## config.mk

```make
export PLATFORM = sky130hd
export DESIGN_NAME = tx_engine
export DESIGN_NICKNAME = d
export VERILOG_FILES = /design/src/tx_pkg.sv /design/src/cc_completer.sv /design/src/latency_logger.sv /design/src/rq_ctrl.sv /design/src/rq_header_builder.sv /design/src/tx_engine.sv
export SDC_FILE = /design/constraint.sdc
export NUM_CORES = 1
export LEC_CHECK = 0
export BUFFER_PORTS_ARGS = -buffer_cell sky130_fd_sc_hd__buf_2
export CORE_AREA = 2 2 403 405
export CTS_BUF_LIST = sky130_fd_sc_hd__clkbuf_8
export CTS_CLUSTER_DIAMETER = 150
export DETAILED_ROUTE_END_ITERATION = 12
export DIE_AREA = 0 0 405 407
export PLACE_DENSITY = 0.33
export REMOVE_ABC_BUFFERS = 1
export SLEW_MARGIN = 20
export SYNTH_ARGS = -nofsm -noshare
export SYNTH_HDL_FRONTEND = slang
export SYNTH_SLANG_ARGS = --single-unit
```

## constraint.sdc

```tcl
create_clock -name clk -period 2.4 [get_ports clk]
set_clock_uncertainty 0.05 [all_clocks]
set_input_delay 0.36 -clock clk [delete_from_list [all_inputs] [get_ports clk]]
set_output_delay 0.36 -clock clk [all_outputs]
set_load 0.02 [all_outputs]
```

## src/tx_pkg.sv

```systemverilog
//----------------------------------------------------------------------
// shared types and constants of the tx engine
// burst lengths are whole multiples of eight dwords
//----------------------------------------------------------------------
package tx_pkg;

   // ------------------------------------------------------------------
   // widths with a meaning
   // ------------------------------------------------------------------
   typedef logic [31:0]  dword_t;      // one data word
   typedef logic [255:0] beat_t;       // eight dwords
   typedef logic [7:0]   keep_t;       // one bit per dword
   typedef logic [3:0]   be_t;         // byte enables of a dword
   typedef logic [7:0]   tag_t;
   typedef logic [9:0]   dw_len_t;     // burst length in dwords
   typedef logic [12:0]  byte_cnt_t;
   typedef logic [39:0]  stamp_t;
   typedef logic [12:0]  log_addr_t;

   // pio read to answer, from the receive side
   typedef struct packed {
      logic [2:0]  tc;
      logic [1:0]  attr;
      dw_len_t     len;
      logic [15:0] rid;                // requester id
      tag_t        tag;
      be_t         be;
      logic [10:0] addr;               // dword address
   } cc_req_t;

   // write burst settings, static while a burst runs
   typedef struct packed {
      dw_len_t len;
      be_t     fbe;
      be_t     lbe;
      dword_t  addr;                   // target address
   } wr_cfg_t;

   typedef struct packed {
      beat_t data;
      keep_t keep;
      logic  last;
   } axis_beat_t;

   typedef enum logic {RQ_IDLE, RQ_PAYLOAD} rq_state_e;

   localparam dw_len_t    BEAT_DW      = 10'd8;
   localparam log_addr_t  LOG_ADDR_MAX = 13'd8191;
   localparam keep_t      CC_KEEP      = 8'h0F;     // 3dw descriptor + 1 data dword
   localparam keep_t      RQ_KEEP      = 8'hFF;
   localparam logic [3:0] REQ_MEM_WR   = 4'b0001;

endpackage
```

## src/cc_completer.sv

```systemverilog
`timescale 1ns/1ps
//----------------------------------------------------------------------
// one-beat completion with data for a pio read
// cc_req_i and rd_data_i are sampled when the completion is loaded
//----------------------------------------------------------------------
module cc_completer (
   input  logic               clk,
   input  logic               rst_n,
   input  logic               init_rst_i,
   input  logic               req_compl_i,
   input  tx_pkg::cc_req_t    cc_req_i,
   input  tx_pkg::dword_t     rd_data_i,
   input  logic               cc_ready_i,
   output tx_pkg::axis_beat_t cc_beat_o,
   output logic               cc_valid_o,
   output logic               compl_done_o
);
   import tx_pkg::*;

   logic       req_compl_q;
   byte_cnt_t  byte_cnt;
   logic [1:0] be_idx;       // lowest enabled byte
   logic [6:0] lower_addr;
   beat_t      desc;

   // ------------------------------------------------------------------
   // byte count and lower address from the byte enables
   // ------------------------------------------------------------------
   always_comb begin
      casez (cc_req_i.be)
         4'b1??1:                   byte_cnt = 13'd4;
         4'b01?1, 4'b1?10:          byte_cnt = 13'd3;
         4'b0011, 4'b0110, 4'b1100: byte_cnt = 13'd2;
         default:                   byte_cnt = 13'd1;   // single or none
      endcase
   end

   always_comb begin
      casez (cc_req_i.be)
         4'b???1: be_idx = 2'd0;
         4'b??10: be_idx = 2'd1;
         4'b?100: be_idx = 2'd2;
         4'b1000: be_idx = 2'd3;
         default: be_idx = 2'd0;   // no enable
      endcase
   end

   assign lower_addr = {cc_req_i.addr[4:0], be_idx};

   assign desc = {
      128'd0,
      rd_data_i,               // dword 3
      1'b0,                    // force ecrc
      1'b0, cc_req_i.attr,
      cc_req_i.tc,
      1'b0,                    // completer id enable
      16'd0,                   // completer id
      cc_req_i.tag,
      cc_req_i.rid,
      1'b0,                    // reserved
      1'b0,                    // poisoned
      3'b000,                  // successful completion
      {1'b0, cc_req_i.len},    // dword count
      2'b00,
      1'b0,                    // locked read
      byte_cnt,
      6'd0,
      2'b00,                   // address type
      1'b0,
      lower_addr
   };

   always_ff @(posedge clk) begin
      if (!rst_n) begin
         req_compl_q <= 1'b0;
      end else begin
         req_compl_q <= req_compl_i;
      end
   end

   // ------------------------------------------------------------------
   // load and hold until the core takes it
   // ------------------------------------------------------------------
   always_ff @(posedge clk) begin
      if (!rst_n || init_rst_i) begin
         cc_beat_o    <= '0;
         cc_valid_o   <= 1'b0;
         compl_done_o <= 1'b0;
      end else begin
         compl_done_o <= 1'b0;   // one cycle only
         if (!cc_valid_o) begin
            if (req_compl_q) begin
               cc_beat_o.data <= desc;
               cc_beat_o.keep <= CC_KEEP;
               cc_beat_o.last <= 1'b1;
               cc_valid_o     <= 1'b1;
               compl_done_o   <= 1'b1;
            end
         end else if (cc_ready_i) begin
            cc_valid_o     <= 1'b0;   // taken this edge
            cc_beat_o.last <= 1'b0;
         end
      end
   end

endmodule

```

## src/latency_logger.sv

```systemverilog
`timescale 1ns/1ps
//----------------------------------------------------------------------
// 40-bit timestamp and burst-end log writes into an 8k-entry memory
// hold mode keeps stop high until latency_reset_i
//----------------------------------------------------------------------
module latency_logger (
   input  logic              clk,
   input  logic              rst_n,
   input  logic              latency_reset_i,
   input  logic              start_i,
   input  logic              resume_i,
   input  logic              log_continue_i,
   input  logic              burst_done_i,
   output logic              log_we_o,
   output tx_pkg::log_addr_t log_addr_o,
   output tx_pkg::stamp_t    log_data_o,
   output tx_pkg::stamp_t    timestamp_o,
   output logic              stop_o
);
   import tx_pkg::*;

   logic hold_full;   // hold mode with the log used up

   assign hold_full = !log_continue_i && stop_o;

   always_ff @(posedge clk) begin
      if (!rst_n || latency_reset_i) begin
         timestamp_o <= '0;
         log_addr_o  <= '0;
         log_we_o    <= 1'b0;
         stop_o      <= 1'b0;
      end else begin
         if (start_i) begin
            timestamp_o <= timestamp_o + stamp_t'(1);   // counts while sending
         end

         log_we_o <= burst_done_i && !hold_full;   // no writes past the end

         if (log_we_o && (log_addr_o == LOG_ADDR_MAX)) begin
            stop_o <= 1'b1;
            if (log_continue_i) begin
               log_addr_o <= '0;   // wrap
            end
         end else begin
            if (log_we_o) begin
               log_addr_o <= log_addr_o + log_addr_t'(1);
            end
            if (resume_i && log_continue_i) begin
               stop_o <= 1'b0;
            end
         end
      end
   end

   // stamp at the write edge
   always_ff @(posedge clk) begin
      if (burst_done_i) begin
         log_data_o <= timestamp_o;
      end
   end

endmodule

```

## src/rq_ctrl.sv

```systemverilog
`timescale 1ns/1ps
//----------------------------------------------------------------------
// write burst control, one header beat then len/8 payload beats
// fifo is first-word-fall-through, next word shows the cycle after a read
//----------------------------------------------------------------------
module rq_ctrl (
   input  logic               clk,
   input  logic               rst_n,
   input  logic               init_rst_i,
   input  logic               start_i,
   input  logic               stop_i,         // log full, no new header
   input  logic               rq_ready_i,
   input  tx_pkg::wr_cfg_t    wr_cfg_i,
   input  tx_pkg::beat_t      hdr_beat_i,
   input  tx_pkg::beat_t      fifo_data_i,
   output logic               hdr_take_o,
   output tx_pkg::axis_beat_t rq_beat_o,
   output logic               rq_valid_o,
   output logic               fifo_read_en_o,
   output logic               burst_done_o
);
   import tx_pkg::*;

   rq_state_e state;
   dw_len_t   dw_left;    // dwords still owed to the stream
   logic      hdr_go;     // header loads at this edge

   // header only from idle, only when the stream takes a beat
   assign hdr_go = (state == RQ_IDLE) && start_i && rq_ready_i && !stop_i;

   assign hdr_take_o = hdr_go;   // tag counter steps with the load

   // every read lines up with a payload load below
   assign fifo_read_en_o = (state == RQ_PAYLOAD) && rq_ready_i;

   // ------------------------------------------------------------------
   // burst state machine
   // ------------------------------------------------------------------
   always_ff @(posedge clk) begin
      if (!rst_n || init_rst_i) begin
         state        <= RQ_IDLE;
         dw_left      <= '0;
         rq_valid_o   <= 1'b0;
         rq_beat_o    <= '0;
         burst_done_o <= 1'b0;
      end else begin
         burst_done_o <= 1'b0;   // strobe

         case (state)
            RQ_IDLE: begin
               if (hdr_go) begin
                  rq_beat_o.data <= hdr_beat_i;
                  rq_beat_o.keep <= RQ_KEEP;
                  rq_beat_o.last <= 1'b0;
                  rq_valid_o     <= 1'b1;
                  dw_left        <= wr_cfg_i.len;
                  state          <= RQ_PAYLOAD;
               end else if (rq_ready_i) begin
                  // last beat gone, stream goes quiet
                  rq_valid_o <= 1'b0;
                  rq_beat_o  <= '0;
               end
               // ready low, last beat of the burst holds
            end

            RQ_PAYLOAD: begin
               if (rq_ready_i) begin
                  rq_beat_o.data <= fifo_data_i;   // word shown before the pop
                  rq_beat_o.keep <= RQ_KEEP;
                  dw_left        <= dw_left - BEAT_DW;

                  // one beat left, this is it
                  if (dw_left == BEAT_DW) begin
                     rq_beat_o.last <= 1'b1;
                     burst_done_o   <= 1'b1;
                     state          <= RQ_IDLE;
                  end
               end
               // stall: beat, valid and counter hold
            end

            default: begin
               state <= RQ_IDLE;
            end
         endcase
      end
   end

endmodule

```

## src/rq_header_builder.sv

```systemverilog
`timescale 1ns/1ps
//----------------------------------------------------------------------
// memory write header for the requester stream, 32-bit address only
// tags are odd, 1 for the first burst, wrapping after 128 bursts
//----------------------------------------------------------------------
module rq_header_builder (
   input  logic            clk,
   input  logic            rst_n,
   input  logic            init_rst_i,
   input  logic            hdr_take_i,    // header loaded by the control
   input  tx_pkg::wr_cfg_t wr_cfg_i,
   output tx_pkg::beat_t   hdr_beat_o,
   output tx_pkg::keep_t   hdr_tuser_o
);
   import tx_pkg::*;

   logic [6:0] burst_cnt;   // bursts sent, wraps
   tag_t       tag;

   assign tag = {burst_cnt, 1'b1};   // low bit fixed

   always_ff @(posedge clk) begin
      if (!rst_n || init_rst_i) begin
         burst_cnt <= '0;
      end else if (hdr_take_i) begin
         burst_cnt <= burst_cnt + 7'd1;
      end
   end

   // ------------------------------------------------------------------
   // descriptor, lower four dwords only
   // ------------------------------------------------------------------
   assign hdr_beat_o = {
      128'd0,                  // upper dwords unused
      1'b0,                    // force ecrc
      3'd0,                    // attr
      3'd0,                    // tc
      1'b0,                    // requester id enable
      16'd0,                   // completer id
      tag,
      16'd0,                   // requester id, core fills it
      1'b0,                    // poisoned
      REQ_MEM_WR,
      {1'b0, wr_cfg_i.len},    // dword count
      32'd0,                   // address 63..32
      wr_cfg_i.addr[31:2],
      2'b00                    // address type
   };

   assign hdr_tuser_o = {wr_cfg_i.lbe, wr_cfg_i.fbe};

endmodule

```

## src/tx_engine.sv

```systemverilog
`timescale 1ns/1ps
//----------------------------------------------------------------------
// pcie tx engine top, requester write bursts, pio completions and log
// wr_cfg_i and cc_req_i must stay stable while they are in use
//----------------------------------------------------------------------
module tx_engine (
   input  logic               clk,
   input  logic               rst_n,
   input  logic               init_rst_i,       // initiator reset
   input  logic               latency_reset_i,  // clears stamp, log address, stop
   input  logic               start_i,          // start level for bursts
   input  logic               resume_i,
   input  logic               log_continue_i,   // 1: wrap the log, 0: hold at end
   input  tx_pkg::wr_cfg_t    wr_cfg_i,
   input  tx_pkg::cc_req_t    cc_req_i,
   input  logic               req_compl_i,
   input  tx_pkg::dword_t     rd_data_i,
   input  tx_pkg::beat_t      fifo_data_i,
   input  logic               rq_ready_i,
   input  logic               cc_ready_i,
   output tx_pkg::axis_beat_t rq_beat_o,
   output tx_pkg::axis_beat_t cc_beat_o,
   output logic               rq_valid_o,
   output logic               cc_valid_o,
   output tx_pkg::keep_t      rq_tuser_o,       // {last be, first be}
   output logic               fifo_read_en_o,
   output logic               compl_done_o,
   output logic               log_we_o,
   output tx_pkg::log_addr_t  log_addr_o,
   output tx_pkg::stamp_t     log_data_o,
   output tx_pkg::stamp_t     timestamp_o,
   output logic               stop_o
);
   import tx_pkg::*;

   beat_t hdr_beat;      // header built for the next burst
   keep_t hdr_tuser;
   logic  hdr_take;      // header loaded this edge
   logic  burst_done;    // tlast presented
   logic  stop;

   // ------------------------------------------------------------------
   // requester request side
   // ------------------------------------------------------------------
   rq_ctrl u_rq_ctrl (
      .clk            (clk),
      .rst_n          (rst_n),
      .init_rst_i     (init_rst_i),
      .start_i        (start_i),
      .stop_i         (stop),
      .rq_ready_i     (rq_ready_i),
      .wr_cfg_i       (wr_cfg_i),
      .hdr_beat_i     (hdr_beat),
      .fifo_data_i    (fifo_data_i),
      .hdr_take_o     (hdr_take),
      .rq_beat_o      (rq_beat_o),
      .rq_valid_o     (rq_valid_o),
      .fifo_read_en_o (fifo_read_en_o),
      .burst_done_o   (burst_done)
   );

   rq_header_builder u_rq_header_builder (
      .clk         (clk),
      .rst_n       (rst_n),
      .init_rst_i  (init_rst_i),
      .hdr_take_i  (hdr_take),
      .wr_cfg_i    (wr_cfg_i),
      .hdr_beat_o  (hdr_beat),
      .hdr_tuser_o (hdr_tuser)
   );

   assign rq_tuser_o = hdr_tuser;   // be fields straight from the config

   // ------------------------------------------------------------------
   // completer completion side
   // ------------------------------------------------------------------
   cc_completer u_cc_completer (
      .clk          (clk),
      .rst_n        (rst_n),
      .init_rst_i   (init_rst_i),
      .req_compl_i  (req_compl_i),
      .cc_req_i     (cc_req_i),
      .rd_data_i    (rd_data_i),
      .cc_ready_i   (cc_ready_i),
      .cc_beat_o    (cc_beat_o),
      .cc_valid_o   (cc_valid_o),
      .compl_done_o (compl_done_o)
   );

   // no init_rst_i here, stop survives an initiator reset
   latency_logger u_latency_logger (
      .clk             (clk),
      .rst_n           (rst_n),
      .latency_reset_i (latency_reset_i),
      .start_i         (start_i),
      .resume_i        (resume_i),
      .log_continue_i  (log_continue_i),
      .burst_done_i    (burst_done),
      .log_we_o        (log_we_o),
      .log_addr_o      (log_addr_o),
      .log_data_o      (log_data_o),
      .timestamp_o     (timestamp_o),
      .stop_o          (stop)
   );

   assign stop_o = stop;

endmodule

```

Yosys cells after proc, flatten, opt, wreduce, memory -nomap -nowiden
Cells that the tools add are included.
{"block": "word_totals", "wordCells": 100, "ff_bits": 476, "input_bits": 402, "out_inout_bits": 637}
{"block": "op_classes", "reduce_logical": 29, "n_bitwise": 3, "n_eq_ne": 17, "addsub": 4, "mux": 28}
{"operator": "2-to-1 mux 265 bit", "n": 3}
{"operator": "case mux 265 bit (2 select lines)", "n": 1}
{"operator": "adder 40 x 1 -> 40 bit (second input constant)", "n": 1}
{"operator": "2-to-1 mux 13 bit", "n": 3}
{"operator": "2-to-1 mux 10 bit", "n": 2}
{"operator": "case mux 10 bit (2 select lines)", "n": 1}
{"operator": "2-to-1 mux 1 bit", "n": 15}
{"operator": "adder 13 x 1 -> 13 bit (second input constant)", "n": 1}
{"operator": "equality test 13 bit (second input constant)", "n": 1}
{"operator": "AND reduction 2 bit", "n": 6}
{"operator": "equality test 10 x 4 -> 1 bit (second input constant)", "n": 1}
{"operator": "!= test 2 bit (second input constant)", "n": 5}
{"operator": "subtractor 10 x 4 -> 10 bit (second input constant)", "n": 1}
{"operator": "case mux 3 bit (3 select lines)", "n": 1}
{"operator": "equality test 4 bit (second input constant)", "n": 2}
{"operator": "logical AND 1 bit", "n": 8}
{"operator": "nonzero test 2 bit", "n": 4}
{"operator": "adder 7 x 1 -> 7 bit (second input constant)", "n": 1}
{"operator": "equality test 3 bit (second input constant)", "n": 2}
{"operator": "case mux 2 bit (3 select lines)", "n": 1}
{"operator": "OR reduction 3 bit", "n": 2}
{"operator": "equality test 2 bit (second input constant)", "n": 2}
{"operator": "equality test 4 x 2 -> 1 bit (second input constant)", "n": 1}
{"operator": "equality test 4 x 3 -> 1 bit (second input constant)", "n": 1}
{"operator": "8 further kinds", "n": 15}

Depth between registers and ports, before layout
Gate-level depths: netlist of the first run.
{"block": "logic_depth", "word_depth": 6, "depth_mapped": 7, "ltp_nobuf": 6}

By module
From an unflattened synthesis of the first run, not the netlist that was laid out.
{"block": "hier_totals", "cells_unflattened": 2463, "area_unflattened_um2": 23351.1}
{"module": "rq_ctrl", "instances": 1, "seq_area_each_um2": 5425.2, "cells_each": 1267, "area_per_inst_um2": 12873.6}
{"module": "cc_completer", "instances": 1, "seq_area_each_um2": 1721.7, "cells_each": 561, "area_per_inst_um2": 4411.7}
{"module": "latency_logger", "instances": 1, "seq_area_each_um2": 2302.2, "cells_each": 344, "area_per_inst_um2": 3829.9}
{"module": "rq_header_builder", "instances": 1, "seq_area_each_um2": 140.1, "cells_each": 291, "area_per_inst_um2": 2235.9}

Least setup slack after synthesis of the first run
No wires, ideal clock.
{"block": "synth_path", "kind": "reg-to-reg", "start": "register u_latency_logger.timestamp_o[0]", "end": "register u_latency_logger.timestamp_o[36]", "slack_ps": 292, "path_stages_with_launch": 7, "t_arrival_ps": 1987, "required_ps": 2279, "period_less_slack_ps": 2108, "n_path_buf": 1, "setup_ps": 71, "cell_sequence": "dfxtp_1 ha_1 buf_2 nand3_1 or4_1 or4_1 a21oi_1"}
{"block": "synth_between", "elab_chain_len": 1}
{"item": "from (decl)", "line": "latency_logger.sv:17", "source": "output tx_pkg::stamp_t timestamp_o,"}
{"item": "from (signal assigned)", "line": "latency_logger.sv:34", "source": "timestamp_o <= timestamp_o + stamp_t'(1);"}
{"item": "adder 40 x 1 -> 40 bit", "line": "latency_logger.sv:34"}
No other way between the ends.
A chain may end at the register's enable or synchronous reset.

Final worst setup path of the first run
{"block": "layout_path", "start": "input rst_n", "end": "register u_rq_ctrl.rq_beat_o[36] (netlist name)"}
{"block": "layout_between", "elab_chain_len": 2}
{"item": "from (decl)", "line": "tx_engine.sv:8", "source": "input logic rst_n,"}
{"item": "zero test 1 bit", "line": "rq_ctrl.sv:40", "source": "if (!rst_n || init_rst_i) begin"}
{"item": "logical OR 1 bit", "line": "rq_ctrl.sv:40"}
No other way between the ends.

==> results.py, run 1 <==
metrics = {
    "status": {
        "status": "completed",
    },
    "logic_synthesis": {
        "ys_ff_latch": 459,
        "synth_area_leader_cell": "dfxtp_1",
        "synth_area_um2": 17400,
        "syn_avg_cell_area_um2": 10.2,
        "ys.flop_type": "dfxtp_1",
        "synth_common_cells": "419 x dfxtp_1, 207 x a22o_1, 200 x nand2_1",
        "syn_inst": 1708,
        "synth.most_common_cell": "dfxtp_1",
        "synth_warnings": 0,
        "async_flop_share_pct": 0,
        "synthTopCellsByArea": "dfxtp_1 48%, a22o_1 10%, buf_4 8.6%",
        "synth-edff-count": 40,
        "ys_types": 56,
        "yosysTopAreaCellShare_pct": 48.3,
        "ys_seq_area_share_pct": 55.2,
    },
    "final_layout": {
        "layout.cells.non_filler": 5241,
        "postLayoutCoreUtil_pct": 18.7,
        "drive_gt1_share_pct": 35.2,
        "finalNetCount": 3394,
        "area_delta_synth_final_pct": 72.3,
        "final_area_um2": 29900,
    },
    "placement": {
        "placed_area_um2": 23800,
        "pre_cts_slack_ns": 0.296,
        "place_congestion": 0.746,
        "placedCellCount": 4648,
        "io_buffers": 835,
        "dp_hpwl_um": 77100,
    },
    "timing": {
        "setup_ws_ns": 0.159,
        "max_freq_ghz": 0.446,
        "worst_slew_margin_rel_pct": 59.7,
        "rsz0062_at_grt": "false",
        "worst_slew_pin_slew_ns": 0.605,
        "holdWs_ns": 0.193,
        "period_needed_ns": 2.24,
        "fin_crit_sh_pct": 93.4,
        "finalMaxSlewViolations": 0,
        "finalSetupViolations": 0,
        "hold_viol_final": 0,
    },
    "die": {
        "fp.coreArea_um2": 160000,
        "die_area_um2": 165000,
        "rows": 147,
        "io_pins": 1039,
        "die_x_um": 405,
        "initial_core_util_pct": 10.8,
        "die_height_um": 407,
    },
    "critical_path": {
        "worstPathRequired_ns": 2.98,
        "startpoint_type": "primary input",
        "crit_arrival_ns": 2.82,
        "cp_max_fo": 34,
        "end_kind": "register",
        "crit_type": "in -> reg",
    },
    "drt": {
        "drt-vias-per-instance": 3.37,
        "dr.pass1.iters": 6,
        "ant_nets": 0,
        "routed_wl_um": 97900,
        "first_iter_violations": 1009,
        "route.vias.total": 17637,
        "wl_per_cell_um": 18.7,
        "drcViolationCount": 0,
    },
    "clocking": {
        "cts_buffer_depth": 3,
        "htree_levels": 3,
        "cts_tree": "yes",
        "clock_sinks": 459,
        "clkLatencyLatePin_ns": 0.77,
        "clkTransAtPathRegs_ns": 0.05,
        "numCtsBuffers": 97,
        "cts_root_buffer": "clkbuf_8",
    },
    "global_routing": {
        "grt_max_degree": 64,
        "antenna_found_initial": 29,
        "grt.met1_usage_pct": 12.4,
        "grtUsageMet3_pct": 3.61,
        "grt_pass1_wl_um": 132000,
        "busiest_layer": "met2",
        "first_global_vias": 17330,
        "use_met2_pct": 19.9,
        "track_usage_pct": 11.2,
        "overflow": 0,
    },
    "power_and_ir_drop": {
        "p_int_mw": 13.6,
        "swShare_pct": 27.3,
        "p_per_area_nw_per_um2": 626,
        "seqPwrFrac_pct": 41.8,
        "combPwrFrac_pct": 9.9,
        "ir_worst_vdd_mv": 0.333,
        "p_switching_mw": 5.12,
        "p_leak_nw": 13.1,
        "pwr-share-clk_pct": 48.2,
    },
    "worst_hold_path": {
        "min_path_type": "in -> reg",
    },
    "run": {
        "drv_cap": 0,
    },
}
-- timing repair --
item | 4_1_cts | 5_1_grt
setup buffers | 1 | 0
hold buffers | 400 | 0
endpoints found under the setup margin | 1 | 0
hold endpoints to repair | 374 | 0
resized for setup | 3 | 0
-- sequential cells by signal, indices dropped and copies added (netlist names), 7 cells and up --
signal / flops
u_rq_header_builder.burst_cnt: 7
u_rq_ctrl.rq_beat_o: 258
u_cc_completer.cc_beat_o: 83
u_latency_logger.log_data_o: 40
u_latency_logger.timestamp_o: 40
u_latency_logger.log_addr_o: 13
u_rq_ctrl.dw_left: 10
-- power groups by stage --
stage,sequential (mW),clock [mW],combinational [mW]
after floorplan,8.09,0,0.528
after global placement,8.00,0,1.34
after detailed placement,8.01,0,1.35
after CTS,7.84,9.49,1.89
after global routing,7.85,9.79,2.02
final,7.84,9.04,1.86
-- metrics by stage --
| step | total power, mW | setup TNS, ns |
|---|---|---|
| floorplan | 8.62 | -2020.37 |
| global placement | 9.35 | 0 |
| detailed placement | 9.35 | 0 |
| CTS | 19.2 | 0 |
| global route | 19.7 | 0 |
| finish | 18.7 | 0 |
-- cells by family (layout without fill, tap and decap cells) --
family,after synthesis,after routing,synth area share [%]
AOI/OAI and AO/OA,455,455,19.9
adders and majority gates,4,4,0.288
and+or+nand+nor,417,417,11.4
DFF,459,459,55.2
buffers and inverters,350,1534,12.1
xor gates and xnor gates,18,18,0.907
other,1,190,0.0216
muxes,4,4,0.230
-- routing by layer --
metal	vias up	share of wire (%)
li1	8445	-
met1	8352	39
met2	643	51
met3	165	7.2
met4	32	3.0
met5	-	0.20
-- cell usage in the layout, fill, tap and decap left out, drive strengths merged, types with 69 or more instances in the layout --
cell type,instances
dlygate4sd3,400
a22o,207
a21oi,126
nand2,200
buf,921
clkbuf,120
inv,69
nor2,71
dfxtp,419
conb,179
-- area by class of cell --
type | instances | area, µm²
diodes | 11 | 27.5
clock buffers | 120 | 1650
clock inverters | 61 | 413
fillers | 18018 | 130000
inverters | 32 | 120
multi-input cells | 1077 | 6400
flip-flops and latches | 459 | 9590
well taps | 2160 | 2700
repair buffers | 1321 | 9030
-- critical path, stage by stage --
cell	delay [ns]
dlygate4sd3_1	0.55
buf_2	0.15
buf_4	0.16
nand2b_4	0.13
nor2_4	0.05
buf_12	0.15
buf_12	0.26
a222oi_1	0.24
dlygate4sd3_1	0.60
inv_1	0.04
-- final timing paths --
| check | startpoint | to | slack (ns) | cells past startpoint |
|---|---|---|---|---|
| worst min-delay path | cc_req_i[13] | u_cc_completer.cc_beat_o[10] | 0.19 | 6 |
| worst max register to register | u_latency_logger.stop_o | u_rq_ctrl.rq_beat_o[36] | 0.20 | 7 |
| worst max-delay path | rst_n | u_rq_ctrl.rq_beat_o[36] | 0.16 | 10 |
| worst min register to register | u_cc_completer.cc_beat_o[9] | u_cc_completer.cc_beat_o[9] | 0.40 | 2 |
Note: power is estimated with default switching activity, not from simulation.
==> run 2: changes to the inputs <==
--- a/config.mk
+++ b/config.mk
@@ -11,7 +11,7 @@
 export CTS_CLUSTER_DIAMETER = 150
 export DETAILED_ROUTE_END_ITERATION = 12
 export DIE_AREA = 0 0 405 407
-export PLACE_DENSITY = 0.33
+export PLACE_DENSITY = 0.31
 export REMOVE_ABC_BUFFERS = 1
 export SLEW_MARGIN = 20
 export SYNTH_ARGS = -nofsm -noshare
==> results.py, run 2 (same netlist as run 1, synthesis figures left out) <==
metrics = {
    "timing": {
        "worst_slew_margin_rel_pct": 46.0,
        "finalMaxSlewViolations": 0,
        "worst_slew_pin_slew_ns": 0.810,
        "holdWs_ns": 0.225,
        "setup_ws_ns": 0.0684,
        "fin_crit_sh_pct": 97.1,
        "rsz0062_at_grt": "false",
        "period_needed_ns": 2.33,
        "finalSetupViolations": 0,
        "hold_viol_final": 0,
        "max_freq_ghz": 0.429,
    },
    "critical_path": {
        "rr_endpoint": "u_rq_ctrl.rq_beat_o[19]",
        "cp_max_fo": 5,
        "r2r.worst_path.cells": 7,
        "crit_path_frequent_cell": "dlygate4sd3_1",
        "startpoint_type": "primary input",
        "critical-path-max-stage-delay_ns": 0.70,
        "crit_arrival_ns": 2.99,
        "worstPathRequired_ns": 3.06,
        "critPathLaunch": "rst_n",
        "critical_path_buf_inv_count": 4,
        "path_depth": 7,
        "end_kind": "register",
        "critPathSlowestCell": "dlygate4sd3_1",
        "worstPathCellList": "dlygate4sd3_1, buf_2, nor2b_1, dlygate4sd3_1, o21ai_0, a211oi_1, dlygate4sd3_1",
        "r2r-start": "u_rq_ctrl.state",
        "endpoint": "u_rq_ctrl.dw_left[5]",
        "critical_path.top_delay_family": "buffers and inverters",
        "rrSetupSlack_ns": 0.17,
        "crit_type": "in -> reg",
    },
    "clocking": {
        "numCtsBuffers": 97,
        "clkLatencyLatePin_ns": 0.78,
        "clkTransAtPathRegs_ns": 0.06,
        "cts_root_buffer": "clkbuf_8",
        "clock_sinks": 459,
        "cts_buffer_depth": 3,
        "cts_tree": "yes",
        "htree_levels": 3,
    },
    "final_layout": {
        "final_area_um2": 29800,
        "finalNetCount": 3390,
        "final_common_cell": "buf_2",
        "drive_gt1_share_pct": 34.7,
        "final_cell_mix": "835 x buf_2, 417 x dfxtp_1, 403 x dlygate4sd3_1",
        "final-seq-area_um2": 9590,
        "multi_input_comb_area_um2": 6400,
        "fill_cells": 18032,
        "reg_top3": "u_rq_ctrl.rq_beat_o: 258 flops, u_cc_completer.cc_beat_o: 83 flops",
        "largest_reg_flops": 258,
        "area_delta_synth_final_pct": 71.5,
        "postLayoutCoreUtil_pct": 18.6,
        "largest-register": "u_rq_ctrl.rq_beat_o",
    },
    "worst_hold_path": {
        "hold_path.startpoint": "fifo_data_i[150]",
        "min_path_cells": 3,
        "min_path_type": "in -> reg",
    },
    "global_routing": {
        "antenna_found_initial": 37,
        "overflow": 0,
        "first_global_vias": 17426,
        "track_usage_pct": 11.2,
        "grt_pass1_wl_um": 132000,
        "busiest_layer": "met2",
        "grt_max_degree": 83,
        "grtUsageMet3_pct": 3.88,
        "use_met2_pct": 19.9,
        "grt.met1_usage_pct": 12.1,
    },
    "power_and_ir_drop": {
        "p_leak_nw": 13.1,
        "ir_worst_vdd_mv": 0.359,
        "finalPower_mw": 18.4,
        "p_per_area_nw_per_um2": 616,
    },
    "drt": {
        "drcViolationCount": 0,
        "first_iter_violations": 902,
        "drt-vias-per-instance": 3.39,
        "wl_per_cell_um": 18.7,
        "route.vias.total": 17701,
        "routed_wl_um": 97600,
        "ant_nets": 0,
        "dr.pass1.iters": 6,
    },
    "placement": {
        "place_congestion": 0.744,
        "pre_cts_slack_ns": 0.326,
        "placed_area_um2": 23700,
        "dp_hpwl_um": 75800,
        "io_buffers": 835,
    },
    "run": {
        "drv_cap": 0,
    },
    "die": {
        "io_pins": 1039,
        "initial_core_util_pct": 10.8,
        "fp.coreArea_um2": 160000,
        "die_height_um": 407,
        "die_x_um": 405,
        "die_area_um2": 165000,
        "rows": 147,
    },
    "status": {
        "status": "completed",
    },
}
run 2: cell types whose count changed in the layout (fill, tap and decap cells not counted), moves of 2 or more:
cell and delta:
buf_12 -2, buf_4 -5, clkbuf_8 -9, clkinv_1 -4, clkinv_16 +2, clkinv_2 -2
diode_2 +5, dlygate4sd3_1 +3, inv_1 +4, inv_16 +2, inv_8 -2
run 2: worst min-delay path by stage:
| stage | to | slack (ns) |
|---|---|---|
| global placement | u_cc_completer.cc_beat_o[124] | 0.39 |
| floorplan | u_rq_ctrl.dw_left[2] | 0.39 |
| detailed placement | u_cc_completer.cc_beat_o[67] | 0.39 |
| global route | u_rq_ctrl.rq_beat_o[239] | 0.15 |
| CTS | u_rq_ctrl.rq_beat_o[250] | 0.05 |
| finish | u_rq_ctrl.rq_beat_o[159] | 0.22 |
run 2: worst reg2reg max path: stages, from the launching register on:
cell	delay [ns]
dfxtp_4	0.38
nand2_1	0.19
clkinvlp_4	0.13
buf_4	0.18
buf_4	0.22
a222oi_1	0.32
dlygate4sd3_1	0.60
nor2_1	0.04
run 2: what timing repair did:
action / CTS / global route
gates resized for setup: 3 / 0
hold buffers: 403 / 0
buffers inserted: 1 / 1
endpoints found under the setup margin: 1 / 12
pin swaps: 0 / 0
endpoints found under the hold margin: 376 / 0
run 2: per-stage QoR:
step / std cells / TNS (ns)
after floorplan: 1568 / -2020.37
after global placement: 4640 / 0
final: 5228 / 0
after global routing: 5222 / 0
after detailed placement: 4640 / 0
after CTS: 5211 / 0
run 2: metal layers:
layer / up-vias / share of wire, %
met5: - / 0.28
met4: 42 / 3.5
met3: 187 / 7.6
met2: 673 / 51
met1: 8358 / 37
li1: 8441 / -
run 2: where the power goes:
part	leakage (nW)	internal [mW]	total [mW]	switching, mW
clock network	1.13	4.59	8.69	4.10
registers	3.67	7.80	7.84	0.0473
logic	8.26	0.842	1.83	0.990
run 2: cell type report:
class / count / area share (%)
clock inverter: 56 / 1.41
multi-input combinational: 1077 / 21.5
timing repair buffer: 1317 / 30.1
antenna: 16 / 0.134
inverter: 32 / 0.416
tap: 2160 / 9.07
sequential: 459 / 32.2
clock buffer: 111 / 5.13
==> run 3: changes to the inputs <==
--- a/config.mk
+++ b/config.mk
@@ -5,12 +5,13 @@
 export SDC_FILE = /design/constraint.sdc
 export NUM_CORES = 1
 export LEC_CHECK = 0
+export ABC_AREA = 1
 export BUFFER_PORTS_ARGS = -buffer_cell sky130_fd_sc_hd__buf_2
-export CORE_AREA = 2 2 403 405
+export CORE_AREA = 2 2 409 411
 export CTS_BUF_LIST = sky130_fd_sc_hd__clkbuf_8
 export CTS_CLUSTER_DIAMETER = 150
 export DETAILED_ROUTE_END_ITERATION = 12
-export DIE_AREA = 0 0 405 407
+export DIE_AREA = 0 0 411 413
 export PLACE_DENSITY = 0.31
 export REMOVE_ABC_BUFFERS = 1
 export SLEW_MARGIN = 20
==> results.py, run 3 <==
metrics = {
    "status": {
        "status": "completed",
    },
    "run": {
        "drv_cap": 0,
    },
    "final_layout": {
        "largest-register": "u_rq_ctrl.rq_beat_o",
        "postLayoutCoreUtil_pct": 18.5,
        "fill_cells": 18829,
        "multi_input_comb_area_um2": 6910,
        "area_delta_synth_final_pct": 67.7,
        "finalNetCount": 3680,
        "final-seq-area_um2": 9590,
        "final_common_cell": "buf_2",
        "largest_reg_flops": 258,
        "final_area_um2": 30700,
        "final_cell_mix": "835 x buf_2, 426 x dlygate4sd3_1, 417 x dfxtp_1",
        "drive_gt1_share_pct": 31.5,
        "reg_top3": "u_rq_ctrl.rq_beat_o: 258 flops, u_cc_completer.cc_beat_o: 83 flops",
    },
    "clocking": {
        "cts_tree": "yes",
        "htree_levels": 3,
        "clkLatencyLatePin_ns": 0.83,
        "clock_sinks": 459,
        "clkTransAtPathRegs_ns": 0.06,
        "cts_root_buffer": "clkbuf_8",
        "cts_buffer_depth": 3,
        "numCtsBuffers": 97,
    },
    "critical_path": {
        "critPathLaunch": "u_latency_logger.stop_o",
        "r2r-start": "u_latency_logger.stop_o",
        "cp_max_fo": 10,
        "rrSetupSlack_ns": 0.12,
        "path_depth": 8,
        "crit_arrival_ns": 2.93,
        "end_kind": "register",
        "r2r.worst_path.cells": 8,
        "worstPathCellList": "nor2_2, nand2_1, buf_4, nand2_1, buf_4, o21ai_0, a31oi_1, dlygate4sd3_1",
        "rr_endpoint": "u_rq_ctrl.dw_left[7]",
        "endpoint": "u_rq_ctrl.dw_left[7]",
        "critPathSlowestCell": "dlygate4sd3_1",
        "worstPathRequired_ns": 3.05,
        "crit_type": "reg -> reg",
        "critical_path_buf_inv_count": 3,
        "critical-path-max-stage-delay_ns": 0.55,
        "startpoint_type": "register",
        "critical_path.top_delay_family": "buffers and inverters",
    },
    "drt": {
        "route.vias.total": 19012,
        "wl_per_cell_um": 18.3,
        "dr.pass1.iters": 5,
        "ant_nets": 0,
        "routed_wl_um": 102000,
        "drcViolationCount": 0,
        "first_iter_violations": 940,
        "drt-vias-per-instance": 3.41,
    },
    "global_routing": {
        "track_usage_pct": 11.4,
        "first_global_vias": 18893,
        "grt_max_degree": 98,
        "grt_pass1_wl_um": 139000,
        "antenna_found_initial": 27,
        "overflow": 0,
    },
    "timing": {
        "finalMaxSlewViolations": 0,
        "holdWs_ns": 0.227,
        "hold_viol_final": 0,
        "max_freq_ghz": 0.438,
        "rsz0062_at_grt": "false",
        "fin_crit_sh_pct": 95.0,
        "worst_slew_margin_rel_pct": 38.1,
        "period_needed_ns": 2.28,
        "finalSetupViolations": 0,
        "worst_slew_pin_slew_ns": 0.927,
    },
    "logic_synthesis": {
        "synth_area_um2": 18300,
        "ys_types": 44,
        "async_flop_share_pct": 0,
        "syn_avg_cell_area_um2": 9.13,
        "synthTopCellsByArea": "dfxtp_1 46%, a32o_1 11%, buf_4 8.2%",
        "ys_seq_area_share_pct": 52.4,
        "synth.most_common_cell": "dfxtp_1",
        "ys_ff_latch": 459,
        "yosysTopAreaCellShare_pct": 45.8,
        "synth_common_cells": "419 x dfxtp_1, 279 x nand2_1, 259 x nor2_1",
        "synth_warnings": 0,
        "ys.flop_type": "dfxtp_1",
        "syn_inst": 2005,
        "synth_area_leader_cell": "dfxtp_1",
        "synth-edff-count": 40,
    },
    "placement": {
        "placed_area_um2": 24500,
        "dp_hpwl_um": 77100,
        "io_buffers": 835,
        "place_congestion": 0.809,
    },
    "power_and_ir_drop": {
        "ir_worst_vdd_mv": 0.369,
        "p_leak_nw": 13.7,
        "p_per_area_nw_per_um2": 597,
        "finalPower_mw": 18.3,
    },
    "die": {
        "initial_core_util_pct": 11.0,
        "io_pins": 1039,
        "fp.coreArea_um2": 166000,
        "die_x_um": 411,
        "die_height_um": 413,
        "rows": 150,
        "die_area_um2": 170000,
    },
    "worst_hold_path": {
        "min_path_type": "in -> reg",
        "hold_path.startpoint": "rst_n",
    },
}
-- run 3: cell type report --
cell class	count	share of cell area (%)
multi-input combinational	1297	22.5
tap	2204	8.99
inverter	101	1.29
timing repair buffer	1318	29.7
antenna	22	0.179
sequential	459	31.3
clock inverter	62	1.28
clock buffer	107	4.80
-- run 3: through the flow --
stage	worst slack, ns	cells	setup TNS (ns)
floorplan	-9.91	1857	-2469.26
finish	0.119	5570	0
global route	0.00288	5558	0
CTS	0.0429	5548	0
global placement	0.338	4952	0
detailed placement	0.351	4952	0
-- run 3: timing repair --
item,in CTS,in global routing
gates resized for setup,4,2
buffers inserted,1,0
hold endpoints to repair,368,0
hold buffers,426,0
endpoints found under the setup margin,1,11
cloned,0,0
-- run 3: metal layers --
layer	global-route usage (%)	up-vias	share of wire [%]
met1	13.2	8989	41
met3	3.42	158	6.9
met5	0.311	-	0.13
met2	19.1	674	48
met4	5.93	12	4.4
li1	-	9179	-
-- run 3: worst reg2reg max path: cells and delay by family (launching register included) --
| kind | cells | cell delay, ns |
|---|---|---|
| AO/OA/AOI/OAI | 2 | 0.19 |
| buffers and inverters | 3 | 1.00 |
| flip-flops | 1 | 0.54 |
| AND/OR/NAND/NOR | 3 | 0.44 |
-- run 3: worst min path at each step --
stage	to	slack, ns	depth (start not counted)
finish	u_cc_completer.cc_beat_o[134]	0.23	6
global route	u_rq_ctrl.rq_beat_o[146]	0.15	3
CTS	u_rq_ctrl.rq_beat_o[61]	0.07	3
detailed placement	u_rq_ctrl.dw_left[0]	0.42	2
global placement	u_rq_ctrl.dw_left[0]	0.41	2
floorplan	u_rq_ctrl.dw_left[2]	0.40	2
-- run 3: kinds of logic after synthesis --
logic type,count (synthesis),synth area share [%]
AND/OR/NAND/NOR,679,15.6
flip-flops,459,52.4
AO/OA/AOI/OAI,426,17.7
adder cells (fa/ha/maj),4,0.273
buffers and inverters,427,13.6
other,1,0.0205
XOR/XNOR,9,0.431
-- run 3: power breakdown --
| group | total, mW | switching (mW) | internal, mW | leakage (nW) |
|---|---|---|---|---|
| sequential | 7.87 | 0.0586 | 7.81 | 3.76 |
| combinational | 2.02 | 1.15 | 0.863 | 8.88 |
| clock | 8.44 | 4.02 | 4.42 | 1.07 |
